===== config.mk =====
export PLATFORM = sky130hd
export DESIGN_NAME = read_data_mux
export DESIGN_NICKNAME = d
export VERILOG_FILES = /design/src/verilog/chipset_pkg.sv /design/src/verilog/read_data_mux.sv
export SDC_FILE = /design/constraint.sdc
export NUM_CORES = 1
export LEC_CHECK = 0
export ABC_AREA = 1
export ABC_CLOCK_PERIOD_IN_PS = 1700
export BUFFER_PORTS_ARGS = -buffer_cell sky130_fd_sc_hd__clkbuf_2
export CAP_MARGIN = 25
export CORE_AREA = 2 2 39 41
export DETAILED_ROUTE_END_ITERATION = 12
export DIE_AREA = 0 0 41 43
export GPL_TIMING_DRIVEN = 0
export PLACE_DENSITY_LB_ADDON = 0.25
export SLEW_MARGIN = 0
export SYNTH_ARGS = -nofsm -noshare
export SYNTH_HDL_FRONTEND = slang
export SYNTH_SLANG_ARGS = --single-unit

===== constraint.sdc =====
create_clock -name vclk -period 1.7
set_clock_uncertainty 0.15 [all_clocks]
set_input_delay 0.255 -clock vclk [all_inputs]
set_output_delay 0.255 -clock vclk [all_outputs]
set_load 0.05 [all_outputs]

===== src/verilog/chipset_pkg.sv =====
/*
 * chipset package
 * address map, bus widths and the read result type shared by the
 * peripheral glue of the XT-class chipset
 */
package chipset_pkg;

    // cpu bus
    localparam int ADDR_W = 20;
    localparam int DATA_W = 8;

    typedef logic [ADDR_W-1:0] addr_t;
    typedef logic [DATA_W-1:0] data_t;

    // local storage sizes, 32 KB each
    localparam int RAM_AW  = 15;
    localparam int VRAM_AW = 15;

    // memory region tags, taken from the top address bits
    // B8000 - BFFFF
    localparam logic [5:0] CGA_BASE_TAG = 6'b1011_10;
    // B0000 - B7FFF
    localparam logic [5:0] MDA_BASE_TAG = 6'b1011_00;
    // 00000 - 07FFF
    localparam logic [4:0] RAM_BASE_TAG = 5'b00000;

    // 32-byte i/o slots below port 0x100
    localparam logic [2:0] SLOT_DMA      = 3'd0;
    localparam logic [2:0] SLOT_PIC      = 3'd1;
    localparam logic [2:0] SLOT_PIT      = 3'd2;
    localparam logic [2:0] SLOT_PPI      = 3'd3;
    localparam logic [2:0] SLOT_DMA_PAGE = 3'd4;

    // ppi register offsets
    localparam logic [1:0] PORT_A_OFFSET = 2'd0;
    localparam logic [1:0] PORT_B_OFFSET = 2'd1;

    // registered read data from one side of the chipset
    typedef struct packed {
        logic  hit;
        data_t data;
    } read_result_t;

endpackage


===== src/verilog/read_data_mux.sv =====
/*
 * read data mux
 * puts the i/o or memory read result on the cpu data bus, i/o first
 */
`timescale 1ns/1ps

module read_data_mux (
    input  chipset_pkg::read_result_t  io_result_i,
    input  chipset_pkg::read_result_t  memory_result_i,
    output chipset_pkg::data_t         data_bus_out_o,
    output logic                       data_bus_out_from_chipset_o
);

    always_comb begin
        if (io_result_i.hit) begin
            data_bus_out_from_chipset_o = 1'b1;
            data_bus_out_o              = io_result_i.data;
        end else if (memory_result_i.hit) begin
            data_bus_out_from_chipset_o = 1'b1;
            data_bus_out_o              = memory_result_i.data;
        end else begin
            // nobody answered, bus stays quiet
            data_bus_out_from_chipset_o = 1'b0;
            data_bus_out_o              = '0;
        end
    end

endmodule

==> flow_metrics.py <==
metrics = {
    "timing": {
        "rsz0062_at_grt": "no",
        "slew_violations": 0,
        "worst_pin_slew_ns": 0.2783,
        "fin_setup_tns_ns": 0,
        "min_period_over_period": 0.7769,
        "period_minus_slack_ns": 1.321,
        "setup_ws_ns": 0.3793,
        "clock.fmax_mhz": 757.2,
        "timing.hold.ws_ns": 0.7496,
        "final-hold-violation-count": 0,
        "relSlewSlack": 0.8153,
        "finalSetupViolations": 0,
    },
    "placement": {
        "placed_cell_area_um2": 277.8,
        "place_inst": 69,
        "gp_congestion": 0.5423,
        "place_ws_ns": 0.3621,
        "port_buffers": 25,
    },
    "setup_path": {
        "critPathLaunch": "io_result_i[8]",
        "cp.arrival_ns": 0.92,
        "required_ns": 1.29,
        "cp-end-kind": "primary output",
        "critPathLaunchType": "primary input",
        "cp_max_fo": 10,
        "critical_path_class": "primary input to primary output",
    },
    "layout": {
        "layout.nets": 73,
        "seqCellArea_um2": 0,
        "synthToLayoutAreaGrowth_pct": 109.4,
        "fin_cells": 69,
        "drive_gt1_frac": 0.5283,
        "nFillCells": 177,
        "final_area_um2": 277.8,
        "clkbuf_count": 0,
        "seq_cells": 0,
        "n_antenna_cell": 0,
        "post-route-util": 0.2007,
        "multiInputGateArea_um2": 106.4,
    },
    "floorplanning": {
        "fp.dieH_um": 43,
        "initial_core_util": 0.09584,
        "core_area_um2": 1384,
        "die_area_um2": 1763,
        "pin_count": 27,
        "dieWidth_um": 41,
        "rows": 14,
    },
    "clock_tree": {
        "postCtsHoldBufs": 0,
        "post_cts_resized": 0,
        "post_cts_buffers": 0,
    },
    "grt": {
        "grt.total_usage": 0.05794,
        "grt_pass1_wl_um": 759,
        "grt-ovfl-total": 0,
        "grt_pass1_vias": 192,
        "grt_antenna_before_repair": 0,
        "grt_max_degree": 11,
    },
    "yosys": {
        "synth_most_common_cell": "nand2_1",
        "synth_area_leaders": "nand2_1 (45%), nand3_1 (30%), buf_6 (17%), or2_1 (4.7%), inv_2 (2.8%)",
        "syn_inst": 28,
        "synth_top_area_cell": "nand2_1",
        "syn-mean-instance-area_um2": 4.737,
        "syn_nets": 46,
        "synth_area_um2": 132.6,
        "seq_area_frac_synth": 0,
        "synth_top_area_frac": 0.4528,
        "ys_top_cells_by_count": "nand2_1 (16), nand3_1 (8), buf_6 (2)",
        "yosysWarnings": 0,
        "yosysUniqueCellTypes": 5,
    },
    "run": {
        "cap_violations": 0,
    },
    "drt": {
        "drc_errors": 0,
        "drt-total-wl_um": 547,
        "drtIter0Drc": 2,
        "drt_pass1_iterations": 2,
        "post_drt_wl_per_cell_um": 7.928,
        "dr_total_vias": 264,
        "drtAntennaViolNets": 0,
        "avgViaCountPerCell": 3.826,
    },
    "pwr": {
        "leakagePower_nw": 0.1905,
        "max-vdd-ir-drop_v": 0.00009786,
        "total_power_uw": 116.9,
        "power_density_nw_per_um2": 420.9,
    },
    "outcome": {
        "status": "completed",
    },
    "worst_hold_path": {
        "hp-class": "primary input to primary output",
        "hold_start": "io_result_i[5]",
    },
}
==> worst paths after layout <==
path	to	slack, ns	cells past startpoint
max	data_bus_out_o[1]	0.38	5
min	data_bus_out_o[5]	0.75	4
==> final cells by class <==
type | instances | share of cell area
Timing Repair Buffer | 25 | 0.4505
Multi-Input combinational cell | 25 | 0.3829
Buffer | 2 | 0.08108
Tap cell | 16 | 0.07207
Inverter | 1 | 0.01351
==> routing by layer <==
layer	global-route usage	vias to the layer above	part of all wire
li1	-	141	-
met1	0.08228	104	0.43
met5	0	-	0
met2	0.1000	19	0.44
met3	0	0	0.12
met4	0	0	0
==> power by group <==
part	switching (mW)	internal [mW]	total (mW)
Clock	0	0	0
Combinational	0.0817	0.0352	0.117
Sequential	0	0	0
==> kinds of logic after synthesis <==
logic type             after synthesis  synth area share
buffers and inverters                3            0.1981
AND/OR/NAND/NOR                     25            0.8019
==> worst max-delay path, cell delays in order <==
cell      delay, ns
buf_6          0.12
inv_2          0.12
nand3_1        0.08
nand2_1        0.06
clkbuf_2       0.27
==> placed cells by master, fill, tap and decap left out <==
| master | instances |
|---|---|
| buf_6 | 2 |
| clkbuf_2 | 25 |
| inv_2 | 1 |
| nand2_1 | 16 |
| nand3_1 | 8 |
| or2_1 | 1 |
Power figures use the tool's default switching activity.
