**src/verilog/chipset_pkg.sv**
```systemverilog
/*
 * chipset package
 * address map, bus widths and the read result type shared by the
 * peripheral glue of the XT-class chipset
 */
package chipset_pkg;

    // cpu bus
    localparam int ADDR_W = 20;
    localparam int DATA_W = 8;

    typedef logic [ADDR_W-1:0] addr_t;
    typedef logic [DATA_W-1:0] data_t;

    // local storage sizes, 32 KB each
    localparam int RAM_AW  = 15;
    localparam int VRAM_AW = 15;

    // memory region tags, taken from the top address bits
    // B8000 - BFFFF
    localparam logic [5:0] CGA_BASE_TAG = 6'b1011_10;
    // B0000 - B7FFF
    localparam logic [5:0] MDA_BASE_TAG = 6'b1011_00;
    // 00000 - 07FFF
    localparam logic [4:0] RAM_BASE_TAG = 5'b00000;

    // 32-byte i/o slots below port 0x100
    localparam logic [2:0] SLOT_DMA      = 3'd0;
    localparam logic [2:0] SLOT_PIC      = 3'd1;
    localparam logic [2:0] SLOT_PIT      = 3'd2;
    localparam logic [2:0] SLOT_PPI      = 3'd3;
    localparam logic [2:0] SLOT_DMA_PAGE = 3'd4;

    // ppi register offsets
    localparam logic [1:0] PORT_A_OFFSET = 2'd0;
    localparam logic [1:0] PORT_B_OFFSET = 2'd1;

    // registered read data from one side of the chipset
    typedef struct packed {
        logic  hit;
        data_t data;
    } read_result_t;

endpackage

```
**src/verilog/cpu_bus_if.sv**
```systemverilog
/*
 * cpu bus bundle
 * address, write data and the active-low strobes of the 8-bit cpu bus
 */
`timescale 1ns/1ps

interface cpu_bus_if;

    chipset_pkg::addr_t address;
    chipset_pkg::data_t wdata;

    // strobes are active low, as on the isa bus
    logic io_read_n;
    logic io_write_n;
    logic memory_read_n;
    logic memory_write_n;

    // high during dma cycles, blocks every select
    logic address_enable_n;

    modport target (
        input address,
        input wdata,
        input io_read_n,
        input io_write_n,
        input memory_read_n,
        input memory_write_n,
        input address_enable_n
    );

endinterface

```
**src/verilog/io_space.sv**
```systemverilog
/*
 * i/o space
 * slot decode below port 0x100, keyboard synchronizers and the
 * cut-down ppi with its registered read-back
 */
`timescale 1ns/1ps

module io_space (
    input  logic                       clock,
    input  logic                       reset,
    cpu_bus_if.target                  bus,
    input  chipset_pkg::data_t         keycode_i,
    input  logic                       keyboard_irq_i,
    output logic                       dma_chip_select_n_o,
    output logic                       dma_page_chip_select_n_o,
    output logic                       keyboard_interrupt_o,
    output chipset_pkg::data_t         port_b_o,
    output chipset_pkg::read_result_t  result_o
);

    logic [7:0]         chip_select_n;
    logic               ppi_chip_select_n;
    logic               port_a_read;
    logic               port_b_read;
    logic               keyboard_irq_ff;
    chipset_pkg::data_t keycode_ff;
    chipset_pkg::data_t port_a;
    logic               read_hit_q;
    chipset_pkg::data_t read_data_q;

    // one select per 32-byte slot, only for ports below 0x100
    always_comb begin
        if (~bus.address_enable_n && bus.address[9:8] == 2'b00) begin
            chip_select_n = ~(8'b0000_0001 << bus.address[7:5]);
        end else begin
            chip_select_n = 8'b1111_1111;
        end
    end

    assign dma_chip_select_n_o      = chip_select_n[chipset_pkg::SLOT_DMA];
    assign dma_page_chip_select_n_o = chip_select_n[chipset_pkg::SLOT_DMA_PAGE];
    assign ppi_chip_select_n        = chip_select_n[chipset_pkg::SLOT_PPI];

    // two-flop synchronizers for the keyboard side
    always_ff @(posedge clock) begin
        if (reset) begin
            keycode_ff           <= '0;
            port_a               <= '0;
            keyboard_irq_ff      <= 1'b0;
            keyboard_interrupt_o <= 1'b0;
        end else begin
            keycode_ff           <= keycode_i;
            port_a               <= keycode_ff;
            keyboard_irq_ff      <= keyboard_irq_i;
            keyboard_interrupt_o <= keyboard_irq_ff;
        end
    end

    // port b latch
    always_ff @(posedge clock) begin
        if (reset) begin
            port_b_o <= '0;
        end else if (~ppi_chip_select_n && ~bus.io_write_n
                     && bus.address[1:0] == chipset_pkg::PORT_B_OFFSET) begin
            port_b_o <= bus.wdata;
        end
    end

    assign port_a_read = ~ppi_chip_select_n & ~bus.io_read_n
                       & (bus.address[1:0] == chipset_pkg::PORT_A_OFFSET);
    assign port_b_read = ~ppi_chip_select_n & ~bus.io_read_n
                       & (bus.address[1:0] == chipset_pkg::PORT_B_OFFSET);

    always_ff @(posedge clock) begin
        if (reset) begin
            read_hit_q <= 1'b0;
        end else begin
            read_hit_q <= port_a_read | port_b_read;
        end
    end

    always_ff @(posedge clock) begin
        read_data_q <= port_a_read ? port_a : port_b_o;
    end

    assign result_o.hit  = read_hit_q;
    assign result_o.data = read_data_q;

endmodule

```
**src/flat_wrapper.sv**
```systemverilog
// flat-port wrapper written by rule: the top's interface ports become plain ports
module io_space_flat 
  (clock, reset, keycode_i, keyboard_irq_i, dma_chip_select_n_o, dma_page_chip_select_n_o, keyboard_interrupt_o, port_b_o, result_o, bus_address, bus_wdata, bus_io_read_n, bus_io_write_n, bus_memory_read_n, bus_memory_write_n, bus_address_enable_n);
  cpu_bus_if bus_i ();
  input  logic clock;
  input  logic reset;
  input  chipset_pkg::data_t keycode_i;
  input  logic keyboard_irq_i;
  output logic dma_chip_select_n_o;
  output logic dma_page_chip_select_n_o;
  output logic keyboard_interrupt_o;
  output chipset_pkg::data_t port_b_o;
  output chipset_pkg::read_result_t result_o;
  input wire logic [$bits(bus_i.address)-1:0] bus_address;
  input wire logic [$bits(bus_i.wdata)-1:0] bus_wdata;
  input wire logic [$bits(bus_i.io_read_n)-1:0] bus_io_read_n;
  input wire logic [$bits(bus_i.io_write_n)-1:0] bus_io_write_n;
  input wire logic [$bits(bus_i.memory_read_n)-1:0] bus_memory_read_n;
  input wire logic [$bits(bus_i.memory_write_n)-1:0] bus_memory_write_n;
  input wire logic [$bits(bus_i.address_enable_n)-1:0] bus_address_enable_n;
  assign bus_i.address = bus_address;
  assign bus_i.wdata = bus_wdata;
  assign bus_i.io_read_n = bus_io_read_n;
  assign bus_i.io_write_n = bus_io_write_n;
  assign bus_i.memory_read_n = bus_memory_read_n;
  assign bus_i.memory_write_n = bus_memory_write_n;
  assign bus_i.address_enable_n = bus_address_enable_n;
  io_space u_core (.clock(clock), .reset(reset), .bus(bus_i), .keycode_i(keycode_i), .keyboard_irq_i(keyboard_irq_i), .dma_chip_select_n_o(dma_chip_select_n_o), .dma_page_chip_select_n_o(dma_page_chip_select_n_o), .keyboard_interrupt_o(keyboard_interrupt_o), .port_b_o(port_b_o), .result_o(result_o));
endmodule
```
**config.mk**
```make
export PLATFORM = sky130hd
export DESIGN_NAME = io_space_flat
export DESIGN_NICKNAME = d
export VERILOG_FILES = /design/src/verilog/chipset_pkg.sv /design/src/verilog/cpu_bus_if.sv /design/src/verilog/io_space.sv /design/src/flat_wrapper.sv
export SDC_FILE = /design/constraint.sdc
export NUM_CORES = 1
export LEC_CHECK = 0
export BUFFER_PORTS_ARGS = -buffer_cell sky130_fd_sc_hd__buf_2
export CORE_MARGIN = 5
export CORE_UTILIZATION = 40
export CTS_CLUSTER_DIAMETER = 40
export CTS_CLUSTER_SIZE = 20
export DETAILED_ROUTE_END_ITERATION = 10
export GPL_ROUTABILITY_DRIVEN = 1
export MAX_ROUTING_LAYER = met4
export PLACE_DENSITY = 0.83
export SYNTH_ARGS = -nofsm -noshare
export SYNTH_HDL_FRONTEND = slang
export SYNTH_SLANG_ARGS = --single-unit
```
**constraint.sdc**
```tcl
create_clock -name clock -period 2.05 [get_ports clock]
set_clock_uncertainty 0.1 [all_clocks]
set_input_delay 0.205 -clock clock [delete_from_list [all_inputs] [get_ports clock]]
set_output_delay 0.205 -clock clock [all_outputs]
set_load 0.02 [all_outputs]
```
==> out/results.ini, run 1 <==
[status]
status = completed

[logic_synthesis]
synth.area.top_cells = dfxtp_1 (58%), mux2_4 (9.9%), nor2b_1 (9.3%), nand2b_1 (8.8%), mux2i_1 (6.6%)
synth_top_area_share = 0.578
syn_area_mm2 = 0.00121
ys.flop_type = dfxtp_1
async_reset_ff_frac = 0
yosys.area.top_type = dfxtp_1
synth.net_count = 143
synth_area_per_cell_um2 = 12.2
ys_warn_count = 0
synth_edf_count = 0
yosysSeqAreaShare = 0.578
synth_cell_types = 16
syn_inst = 99
synth.ff_latch_count = 35

[worst_setup_path]
setup.worst_path.end_class = flip-flop
reg2reg_to = u_core.read_data_q[2]$_DFF_P_
reg2reg_depth = 1
worstSetupPathType = input port to flip-flop
rrSetupSlack_ps = 1250
startpoint = bus_io_read_n
start_kind = input port
cp.arrival_ps = 1830
rr_startpoint = u_core.port_b_o[2]$_SDFFE_PP0P_
endpoint = u_core.read_data_q[5]$_DFF_P_
cp_data_required_time_ps = 2160
cp_max_fo = 8

[layout]
num_antenna_cells = 0
final_common_cell = buf_2
area_growth_pct = 34.6
layout.nets = 202
drive_gt1_frac = 0.421
final_cell_mix = buf_2 (48), dfxtp_1 (35), nor2b_1 (18)
final_cell_count_no_fill = 192

[floorplanning]
dieArea_mm2 = 0.00423
rows = 20
core-area_mm2 = 0.00298
die_h_um = 65.1
start_util = 0.407
die_w_um = 65.1
ios = 64

[timing]
tightestPinTransition_ps = 475
report.final.slew_viol_count = 0
setup_viol = 0
finalWorstPathRequiredPeriod_ps = 1720
clock.fmax_mhz = 583
tns_ps = 0
hold_viol = 0
slew-limit-headroom = 0.683
rsz0062_at_grt = no
post-route-period-util = 0.837

[routing]
drt-initial-drc-count = 8
dr_wl_met3_um = 170
drc = 0
wl_um = 2240
first_pass_iters = 2
post_drt_wl_per_cell_um = 11.7
ant_nets = 0
via_count = 851
vias_per_cell = 4.43
top_layer = met4
wl_met2_um = 1170
wl_met1_um = 838

[global_routing]
grt_pass1_vias = 882
grt_first_pass_wirelength_um = 3870
antenna_found_initial = 0
overflow = 0
grt_start_max_net_pins = 36
grt_usage = 0.126

[clock_network]
cts.clk_slew.worst_paths_ps = 100
clock_latency_ps = 320
cts.sinks = 35
tritoncts = done
cts_inserted_buffers = 5
h-tree-depth = 2
postCtsResizedCells = 0
clockRootBuffer = clkbuf_4
clockBufferDepth = 2

[pwr]
design_power_total_w = 0.00118
p_leak_nw = 0.753
power.density_mw_per_mm2 = 723
vdd_ir_drop_max_mv = 0.434

[run]
maxCapViolCount = 0

[placement]
hpwl_um = 1680
io_buffers = 48
dp.cells = 175
gp_congestion = 0.700

[worst_hold_path]
min_path_type = input port to flip-flop

worst max-delay path, stage by stage:
cell           delay (ps)
dlygate4sd3_1         530
buf_2                 130
or4_4                 640
mux2_4                330
flip-flops by register name, indices dropped and copies added (netlist names):
name                         cells
u_core.read_hit_q                1
u_core.port_a                    8
u_core.keycode_ff                8
u_core.port_b_o                  8
u_core.keyboard_interrupt_o      1
u_core.keyboard_irq_ff           1
u_core.read_data_q               8
worst min path at each step:
stage | from | end | slack, ps | cells past startpoint
CTS | bus_wdata[4] | u_core.port_b_o[4]$_SDFFE_PP0P_ | 20 | 3
floorplan | bus_io_read_n | u_core.read_hit_q$_SDFF_PP0_ | 180 | 1
finish | bus_wdata[1] | u_core.port_b_o[1]$_SDFFE_PP0P_ | 30 | 3
detailed placement | bus_io_read_n | u_core.read_hit_q$_SDFF_PP0_ | 290 | 2
global placement | bus_io_read_n | u_core.read_hit_q$_SDFF_PP0_ | 280 | 2
global route | bus_wdata[0] | u_core.port_b_o[0]$_SDFFE_PP0P_ | 30 | 3
synthesized netlist by cell type (3+ instances only):
cell type	instances
nand2b_1	17
mux2i_1	8
clkbuf_1	3
dfxtp_1	35
nor2b_1	18
mux2_4	8
final cells by class:
| cell class | instances | area (µm²) |
|---|---|---|
| clock buffer | 8 | 68.8 |
| multi-input combinational | 58 | 483 |
| sequential | 35 | 701 |
| tap | 33 | 41.3 |
| fill | 272 | 1350 |
| timing repair buffer | 58 | 338 |
power by group:
part	internal, W	total, W	switching (W)
Combinational	0.0000491	0.0000769	0.0000278
Clock	0.000202	0.000403	0.000202
Sequential	0.000696	0.000700	0.00000362
stage by stage:
stage          setup WS (ps)  hold WS (ps)  utilization  cell area [µm²]
2_1_floorplan            323           182            -             1210
3_3_place_gp             199           283        0.495             1470
3_5_place_dp             186           293        0.495             1470
4_1_cts                  347          20.6        0.548             1630
5_1_grt                  319          30.1        0.548             1630
6_report                 333          35.0        0.548             1630
cells by family (layout without fill, tap and decap cells):
kind of cell,Yosys count,in the layout,synth area share
buffers and inverters,6,66,0.0289
DFF,35,35,0.578
muxes,16,16,0.165
and+or+nand+nor,42,42,0.228
repair_timing:
action | 4_1_cts | 5_1_grt
hold endpoints to repair | 9 | 0
hold buffers | 9 | 0
setup buffers | 0 | 0
metal layers:
| metal | global-route usage | vias up |
|---|---|---|
| met5 | - | - |
| met4 | 0.0596 | 0 |
| li1 | - | 436 |
| met3 | 0.0485 | 6 |
| met1 | 0.117 | 380 |
| met2 | 0.225 | 29 |
Note: power is estimated with default switching activity, not from simulation.
==> run 2, diff against run 1 <==
--- a/config.mk
+++ b/config.mk
@@ -7,13 +7,13 @@
 export LEC_CHECK = 0
 export BUFFER_PORTS_ARGS = -buffer_cell sky130_fd_sc_hd__buf_2
 export CORE_MARGIN = 5
-export CORE_UTILIZATION = 40
+export CORE_UTILIZATION = 39
 export CTS_CLUSTER_DIAMETER = 40
 export CTS_CLUSTER_SIZE = 20
 export DETAILED_ROUTE_END_ITERATION = 10
 export GPL_ROUTABILITY_DRIVEN = 1
 export MAX_ROUTING_LAYER = met4
-export PLACE_DENSITY = 0.83
+export PLACE_DENSITY = 0.85
 export SYNTH_ARGS = -nofsm -noshare
 export SYNTH_HDL_FRONTEND = slang
 export SYNTH_SLANG_ARGS = --single-unit
==> constraint.sdc (replaced) <==
create_clock -name clock -period 1.4 [get_ports clock]
set_clock_uncertainty 0.1 [all_clocks]
set_input_delay 0.14 -clock clock [delete_from_list [all_inputs] [get_ports clock]]
set_output_delay 0.14 -clock clock [all_outputs]
set_load 0.02 [all_outputs]
==> run 2 against run 1 <==
  * Utilization rose by 4.1 points
  * Flip-flop and latch count did not move
  * Register-to-register slack got worse by 660 ps
  * Global-route usage rose by 1.0 points
  * Setup slack got worse by 350 ps
  * Critical endpoint is now u_core.read_data_q[6]$_DFF_P_
  * Combinational power rose by 90%
  * Critical path depth did not move
  * Routed wire length rose by 19%
  * The run now ends with setup timing left
  * Clock power rose by 50%
  * Highest routed layer unchanged
  * Count of clock-buffer cells in the layout did not move
  * First-iteration DRC count rose to 5.8 times the previous value
==> out/results.ini, run 2 (same netlist as run 1, synthesis figures left out) <==
[layout]
regArea_um2 = 701  ; unchanged
final_common_cell = buf_2
layout.nets = 214  ; +5.9%
final_cell_mix = buf_2 (46), dfxtp_1 (35), nor2b_1 (18), dlygate4sd3_1 (18), nand2b_1 (17)
final_util = 0.588  ; +0.0405
area_growth_pct = 47.0
num_antenna_cells = 0  ; unchanged
multiInputGateArea_um2 = 494  ; +2.3%
drive_gt1_frac = 0.415  ; -0.00618
layout.filler_cells = 256  ; -5.9%

[run]
maxCapViolCount = 0  ; unchanged

[pwr]
vdd_ir_drop_max_mv = 0.514  ; +18%
p_leak_nw = 0.814  ; +8.0%
power_frac_comb = 0.082  ; +0.017
p_int_w = 0.00141  ; +49%
p_sw_w = 0.000365  ; +57%
power.density_mw_per_mm2 = 996  ; +38%
switching_share = 0.205  ; +0.00800
seq_power_share = 0.578  ; -0.015
design_power_total_w = 0.00177  ; +50%
p_clk_frac = 0.340  ; -0.002

[routing]
drc = 0  ; unchanged
vias_per_cell = 4.33  ; -2.3%
wl_met1_um = 999  ; +19%
via_count = 931  ; +9.4%
drt-initial-drc-count = 46  ; +38
post_drt_wl_per_cell_um = 12.5  ; +6.6%
ant_nets = 0  ; unchanged
first_pass_iters = 4  ; +2
dr_wl_met3_um = 161  ; -5.3%
wl_um = 2680  ; +19%
top_layer = met4
wl_met2_um = 1450  ; +24%

[worst_setup_path]
worstSetupPathType = input port to flip-flop
cp_num_buf_inv = 1  ; -1
critPathMaxStageDelay_ps = 590  ; -50 ps
critPathTopFamily = simple AND/OR/NAND/NOR gates
reg2reg_depth = 1  ; unchanged
crit_cells = 4  ; unchanged
cp.arrival_ps = 1540  ; -290 ps
cp_data_required_time_ps = 1520  ; -640 ps
rr_startpoint = u_core.port_b_o[6]$_SDFFE_PP0P_
cp_slowest_cell = or4_4
rrSetupSlack_ps = 590  ; -660 ps
cp_max_fo = 8  ; unchanged
start_kind = input port
crit_chain = buf_6 -> or3_4 -> or4_4 -> mux2_4
reg2reg_to = u_core.read_data_q[6]$_DFF_P_
setup.worst_path.end_class = flip-flop

[global_routing]
grt_usage = 0.136  ; +0.0103
grt_pass1_vias = 960  ; +8.8%
grt_start_max_net_pins = 36  ; unchanged
grt_first_pass_wirelength_um = 4220  ; +8.9%
overflow = 0  ; unchanged
antenna_found_initial = 0  ; unchanged

[clock_network]
clock_latency_ps = 320  ; about the same
tritoncts = done
cts.sinks = 35  ; unchanged
postCtsSetupBuffers = 0  ; unchanged
clockBufferDepth = 2  ; unchanged
h-tree-depth = 2  ; unchanged
clockRootBuffer = clkbuf_4
cts.clk_slew.worst_paths_ps = 100  ; about the same
cts_inserted_buffers = 5  ; unchanged

[floorplanning]
start_util = 0.400  ; -0.00673
ios = 64  ; unchanged
die_w_um = 65.8  ; +1.1%
die_h_um = 65.8  ; +1.1%
rows = 20  ; unchanged
dieArea_mm2 = 0.00432  ; +2.2%
core-area_mm2 = 0.00303  ; +1.7%

[status]
violations = setup timing
status = finished, violations left

[timing]
finalWorstPathRequiredPeriod_ps = 1420
post-route-period-util = 1.01
tightestPinTransition_ps = 528  ; +52.5 ps
hold_viol = 0  ; unchanged
report.final.slew_viol_count = 0  ; unchanged
slew-limit-headroom = 0.648  ; -0.0350
setup_ws_ps = -20.4  ; -354 ps
whs_ps = 90.6  ; +55.6 ps
setup_viol = 8  ; +8
tns_ps = -138  ; -138 ps
rsz0062_at_grt = yes
clock.fmax_mhz = 704

[placement]
dpl_worst_slack_ps = -370  ; -555 ps
io_buffers = 48  ; unchanged
gp_congestion = 0.847  ; +21%
hpwl_um = 1760  ; +5.1%

[worst_hold_path]
min_path_type = input port to flip-flop
hold_start = bus_address_enable_n
hold_depth = 4  ; +1
min_to = u_core.read_hit_q$_SDFF_PP0_

-- run 2: cell types whose count changed in the layout (fill, tap and decap cells not counted), sizes merged --
cell | before | now
buf | 49 | 52
dlygate4sd3 | 9 | 18
-- run 2: per-layer routing --
layer  global-route usage  up-vias
li1                     -      463
met1                0.116      428
met2                0.265       34
met3               0.0376        6
met4               0.0648        0
met5                    -        -
-- run 2: final cells by class --
class	instances	share of cell area
sequential	35	0.393
multi-input combinational	58	0.277
timing repair buffer	70	0.260
clock buffer	8	0.0386
tap	44	0.0309
-- run 2: how the worst max path moves through the flow --
stage / slack (ps) / end / start
detailed placement: -370 / u_core.read_data_q[6]$_DFF_P_ / bus_address_enable_n
global route: -20 / u_core.read_data_q[2]$_DFF_P_ / bus_address_enable_n
CTS: -6 / u_core.read_data_q[2]$_DFF_P_ / bus_address_enable_n
finish: -20 / u_core.read_data_q[6]$_DFF_P_ / bus_address_enable_n
global placement: -340 / u_core.read_data_q[5]$_DFF_P_ / bus_address_enable_n
floorplan: -260 / u_core.read_data_q[0]$_DFF_P_ / bus_address_enable_n
-- run 2: power groups by stage --
stage | sequential, W | combinational [W] | clock, W
2_1_floorplan | 0.00105 | 0.0000445 | 0
3_3_place_gp | 0.00105 | 0.0000956 | 0
3_5_place_dp | 0.00105 | 0.000101 | 0
4_1_cts | 0.00103 | 0.000141 | 0.000608
5_1_grt | 0.00103 | 0.000161 | 0.000660
6_report | 0.00103 | 0.000146 | 0.000604
-- run 2: worst min-delay path: stages --
cell,delay [ps]
buf_6,60
or3_4,120
buf_6,110
nor4_1,50
-- run 2: timing repair --
item                                    in CTS  in global routing
hold buffers                                17                  1
endpoints found under the hold margin       17                  1
resized for setup                            3                  2
endpoints found under the setup margin      10                  5
gates cloned                                 0                  0
-- run 2: stage by stage --
stage	cells	cell area, µm²
finish	215	1780
global route	215	1780
CTS	214	1770
detailed placement	189	1510
global placement	189	1510
floorplan	99	1210
==> run 3, diff against run 2 <==
--- a/config.mk
+++ b/config.mk
@@ -7,13 +7,13 @@
 export LEC_CHECK = 0
 export BUFFER_PORTS_ARGS = -buffer_cell sky130_fd_sc_hd__buf_2
 export CORE_MARGIN = 5
-export CORE_UTILIZATION = 39
+export CORE_UTILIZATION = 40
 export CTS_CLUSTER_DIAMETER = 40
-export CTS_CLUSTER_SIZE = 20
+export CTS_CLUSTER_SIZE = 16
 export DETAILED_ROUTE_END_ITERATION = 10
 export GPL_ROUTABILITY_DRIVEN = 1
 export MAX_ROUTING_LAYER = met4
-export PLACE_DENSITY = 0.85
+export PLACE_DENSITY = 0.83
 export SYNTH_ARGS = -nofsm -noshare
 export SYNTH_HDL_FRONTEND = slang
 export SYNTH_SLANG_ARGS = --single-unit
==> constraint.sdc (replaced) <==
create_clock -name clock -period 1.5 [get_ports clock]
set_clock_uncertainty 0.1 [all_clocks]
set_input_delay 0.15 -clock clock [delete_from_list [all_inputs] [get_ports clock]]
set_output_delay 0.15 -clock clock [all_outputs]
set_load 0.02 [all_outputs]
==> run 3 against run 2 <==
  * The flow now finishes without violations
  * Critical path depth unchanged
  * Sequential power down 7%
  * Non-clock buffer count is the same
  * Critical path type unchanged
  * Register-to-register slack better by 110 ps
  * Routed wire length is 2.7% lower
  * Largest cell class unchanged
  * Via count decreased by 3.0%
  * Clock power fell by 18%
  * Setup slack better by 57 ps
  * Flip-flop and latch count did not move
  * Final area down 2.3%
==> out/results.ini, run 3 (same netlist as run 1, synthesis figures left out) <==
[status]
status = completed

[layout]
area_growth_pct = 43.6
final_cell_count_no_fill = 204  ; -5.1%
layout.filler_cells = 255  ; -0.39%
final_util = 0.584  ; -0.00398
final_cell_mix = buf_2 (48), dfxtp_1 (35), dlygate4sd3_1 (19)
final_common_cell = buf_2
fin_area_mm2 = 0.00174  ; -2.3%
drive_gt1_frac = 0.415  ; unchanged
layout.nets = 214  ; unchanged
num_antenna_cells = 0  ; unchanged

[timing]
finalWorstPathRequiredPeriod_ps = 1460
hold_viol = 0  ; unchanged
setup_viol = 0  ; -8
clock.fmax_mhz = 683
rsz0062_at_grt = no
slew-limit-headroom = 0.663  ; +0.0150
tns_ps = 0  ; +138 ps
tightestPinTransition_ps = 505  ; -22.5 ps
report.final.slew_viol_count = 0  ; unchanged
post-route-period-util = 0.976

[pwr]
switching_share = 0.232  ; +0.0265
vdd_ir_drop_max_mv = 0.578  ; +12%
seq_power_share = 0.605  ; +0.027
p_clk_frac = 0.313  ; -0.027
p_leak_nw = 0.797  ; -2.1%
p_int_w = 0.00122  ; -14%
power_frac_comb = 0.083  ; about the same
power.density_mw_per_mm2 = 909  ; -8.7%
p_sw_w = 0.000367  ; +0.67%

[worst_setup_path]
critPathMaxStageDelay_ps = 600  ; about the same
setup.worst_path.end_class = flip-flop
cp_data_required_time_ps = 1630  ; +110 ps
worstSetupPathType = input port to flip-flop
cp_num_buf_inv = 1  ; unchanged
start_kind = input port
crit_chain = buf_2 -> or3_4 -> or4_4 -> mux2_4
critPathTopFamily = simple AND/OR/NAND/NOR gates
cp.arrival_ps = 1590  ; +50 ps
cp_slowest_cell = or4_4
cp_max_fo = 8  ; unchanged

[floorplanning]
start_util = 0.407  ; +0.00673
ios = 64  ; unchanged
core-area_mm2 = 0.00298  ; -1.7%
die_h_um = 65.1  ; -1.1%
rows = 20  ; unchanged
dieArea_mm2 = 0.00423  ; -2.1%
die_w_um = 65.1  ; -1.1%

[routing]
vias_per_cell = 4.43  ; +2.2%
post_drt_wl_per_cell_um = 12.8  ; +2.6%
first_pass_iters = 4  ; unchanged
drc = 0  ; unchanged
ant_nets = 0  ; unchanged
wl_um = 2610  ; -2.7%
drt-initial-drc-count = 15  ; -67%
via_count = 903  ; -3.0%

[global_routing]
grt_first_pass_wirelength_um = 4050  ; -3.9%
antenna_found_initial = 0  ; unchanged
grt_usage = 0.130  ; -0.00582
overflow = 0  ; unchanged
grt_start_max_net_pins = 36  ; unchanged
grt_pass1_vias = 936  ; -2.5%

[clock_network]
h-tree-depth = 2  ; unchanged
clockRootBuffer = clkbuf_4
cts_inserted_buffers = 5  ; unchanged
clockBufferDepth = 2  ; unchanged
clock_latency_ps = 330  ; about the same
cts.clk_slew.worst_paths_ps = 110  ; about the same
tritoncts = done
cts.sinks = 35  ; unchanged

[placement]
io_buffers = 48  ; unchanged
placed_area_mm2 = 0.00149  ; -1.4%
hpwl_um = 1740  ; -0.95%
dp.cells = 177  ; -6.3%
gp_congestion = 0.677  ; -20%

[worst_hold_path]
min_path_type = input port to flip-flop

[run]
maxCapViolCount = 0  ; unchanged

## run 3: layout make-up
type | count | area [µm²] | area share
Timing Repair Buffer | 70 | 453 | 0.260
Tap cell | 33 | 41.3 | 0.0237
Clock inverter | 3 | 20.0 | 0.0115
Multi-Input combinational cell | 58 | 488 | 0.280
Sequential cell | 35 | 701 | 0.403
Clock buffer | 5 | 37.5 | 0.0216
## run 3: what timing repair did
item	in CTS	in global routing
setup endpoints to repair	0	2
endpoints found under the hold margin	18	0
hold buffers	19	0
buffers inserted	0	0
resized for setup	0	1
## run 3: power by group through the flow
stage | combinational [W] | clock, W | sequential (W)
6_report | 0.000131 | 0.000495 | 0.000957
5_1_grt | 0.000142 | 0.000554 | 0.000960
4_1_cts | 0.000129 | 0.000517 | 0.000957
3_5_place_dp | 0.0000928 | 0 | 0.000979
3_3_place_gp | 0.0000876 | 0 | 0.000978
2_1_floorplan | 0.0000416 | 0 | 0.000979
## run 3: per-layer routing
metal | track usage | part of all wire | vias to the layer above
met2 | 0.230 | 0.53 | 31
met3 | 0.0468 | 0.064 | 6
met1 | 0.120 | 0.38 | 404
li1 | - | - | 462
met4 | 0.0751 | 0.023 | 0
met5 | - | 0 | -
## run 3: final timing paths
path | start | to | slack, ps | cells after the start
worst max-delay path | bus_address_enable_n | u_core.read_data_q[1]$_DFF_P_ | 40 | 4
worst min-delay path | reset | u_core.keycode_ff[4]$_SDFF_PP0_ | 170 | 2
worst max register to register | u_core.port_b_o[4]$_SDFFE_PP0P_ | u_core.read_data_q[4]$_DFF_P_ | 700 | 1
worst min register to register | u_core.keycode_ff[7]$_SDFF_PP0_ | u_core.port_a[7]$_SDFF_PP0_ | 350 | 1
## run 3: stage by stage
step                hold slack [ps]  power (W)  setup WS (ps)
floorplan                       127    0.00102           -172
global placement                229    0.00107           -285
detailed placement              235    0.00107           -311
CTS                             154    0.00160           34.1
global route                    174    0.00166           30.7
finish                          167    0.00158           36.1
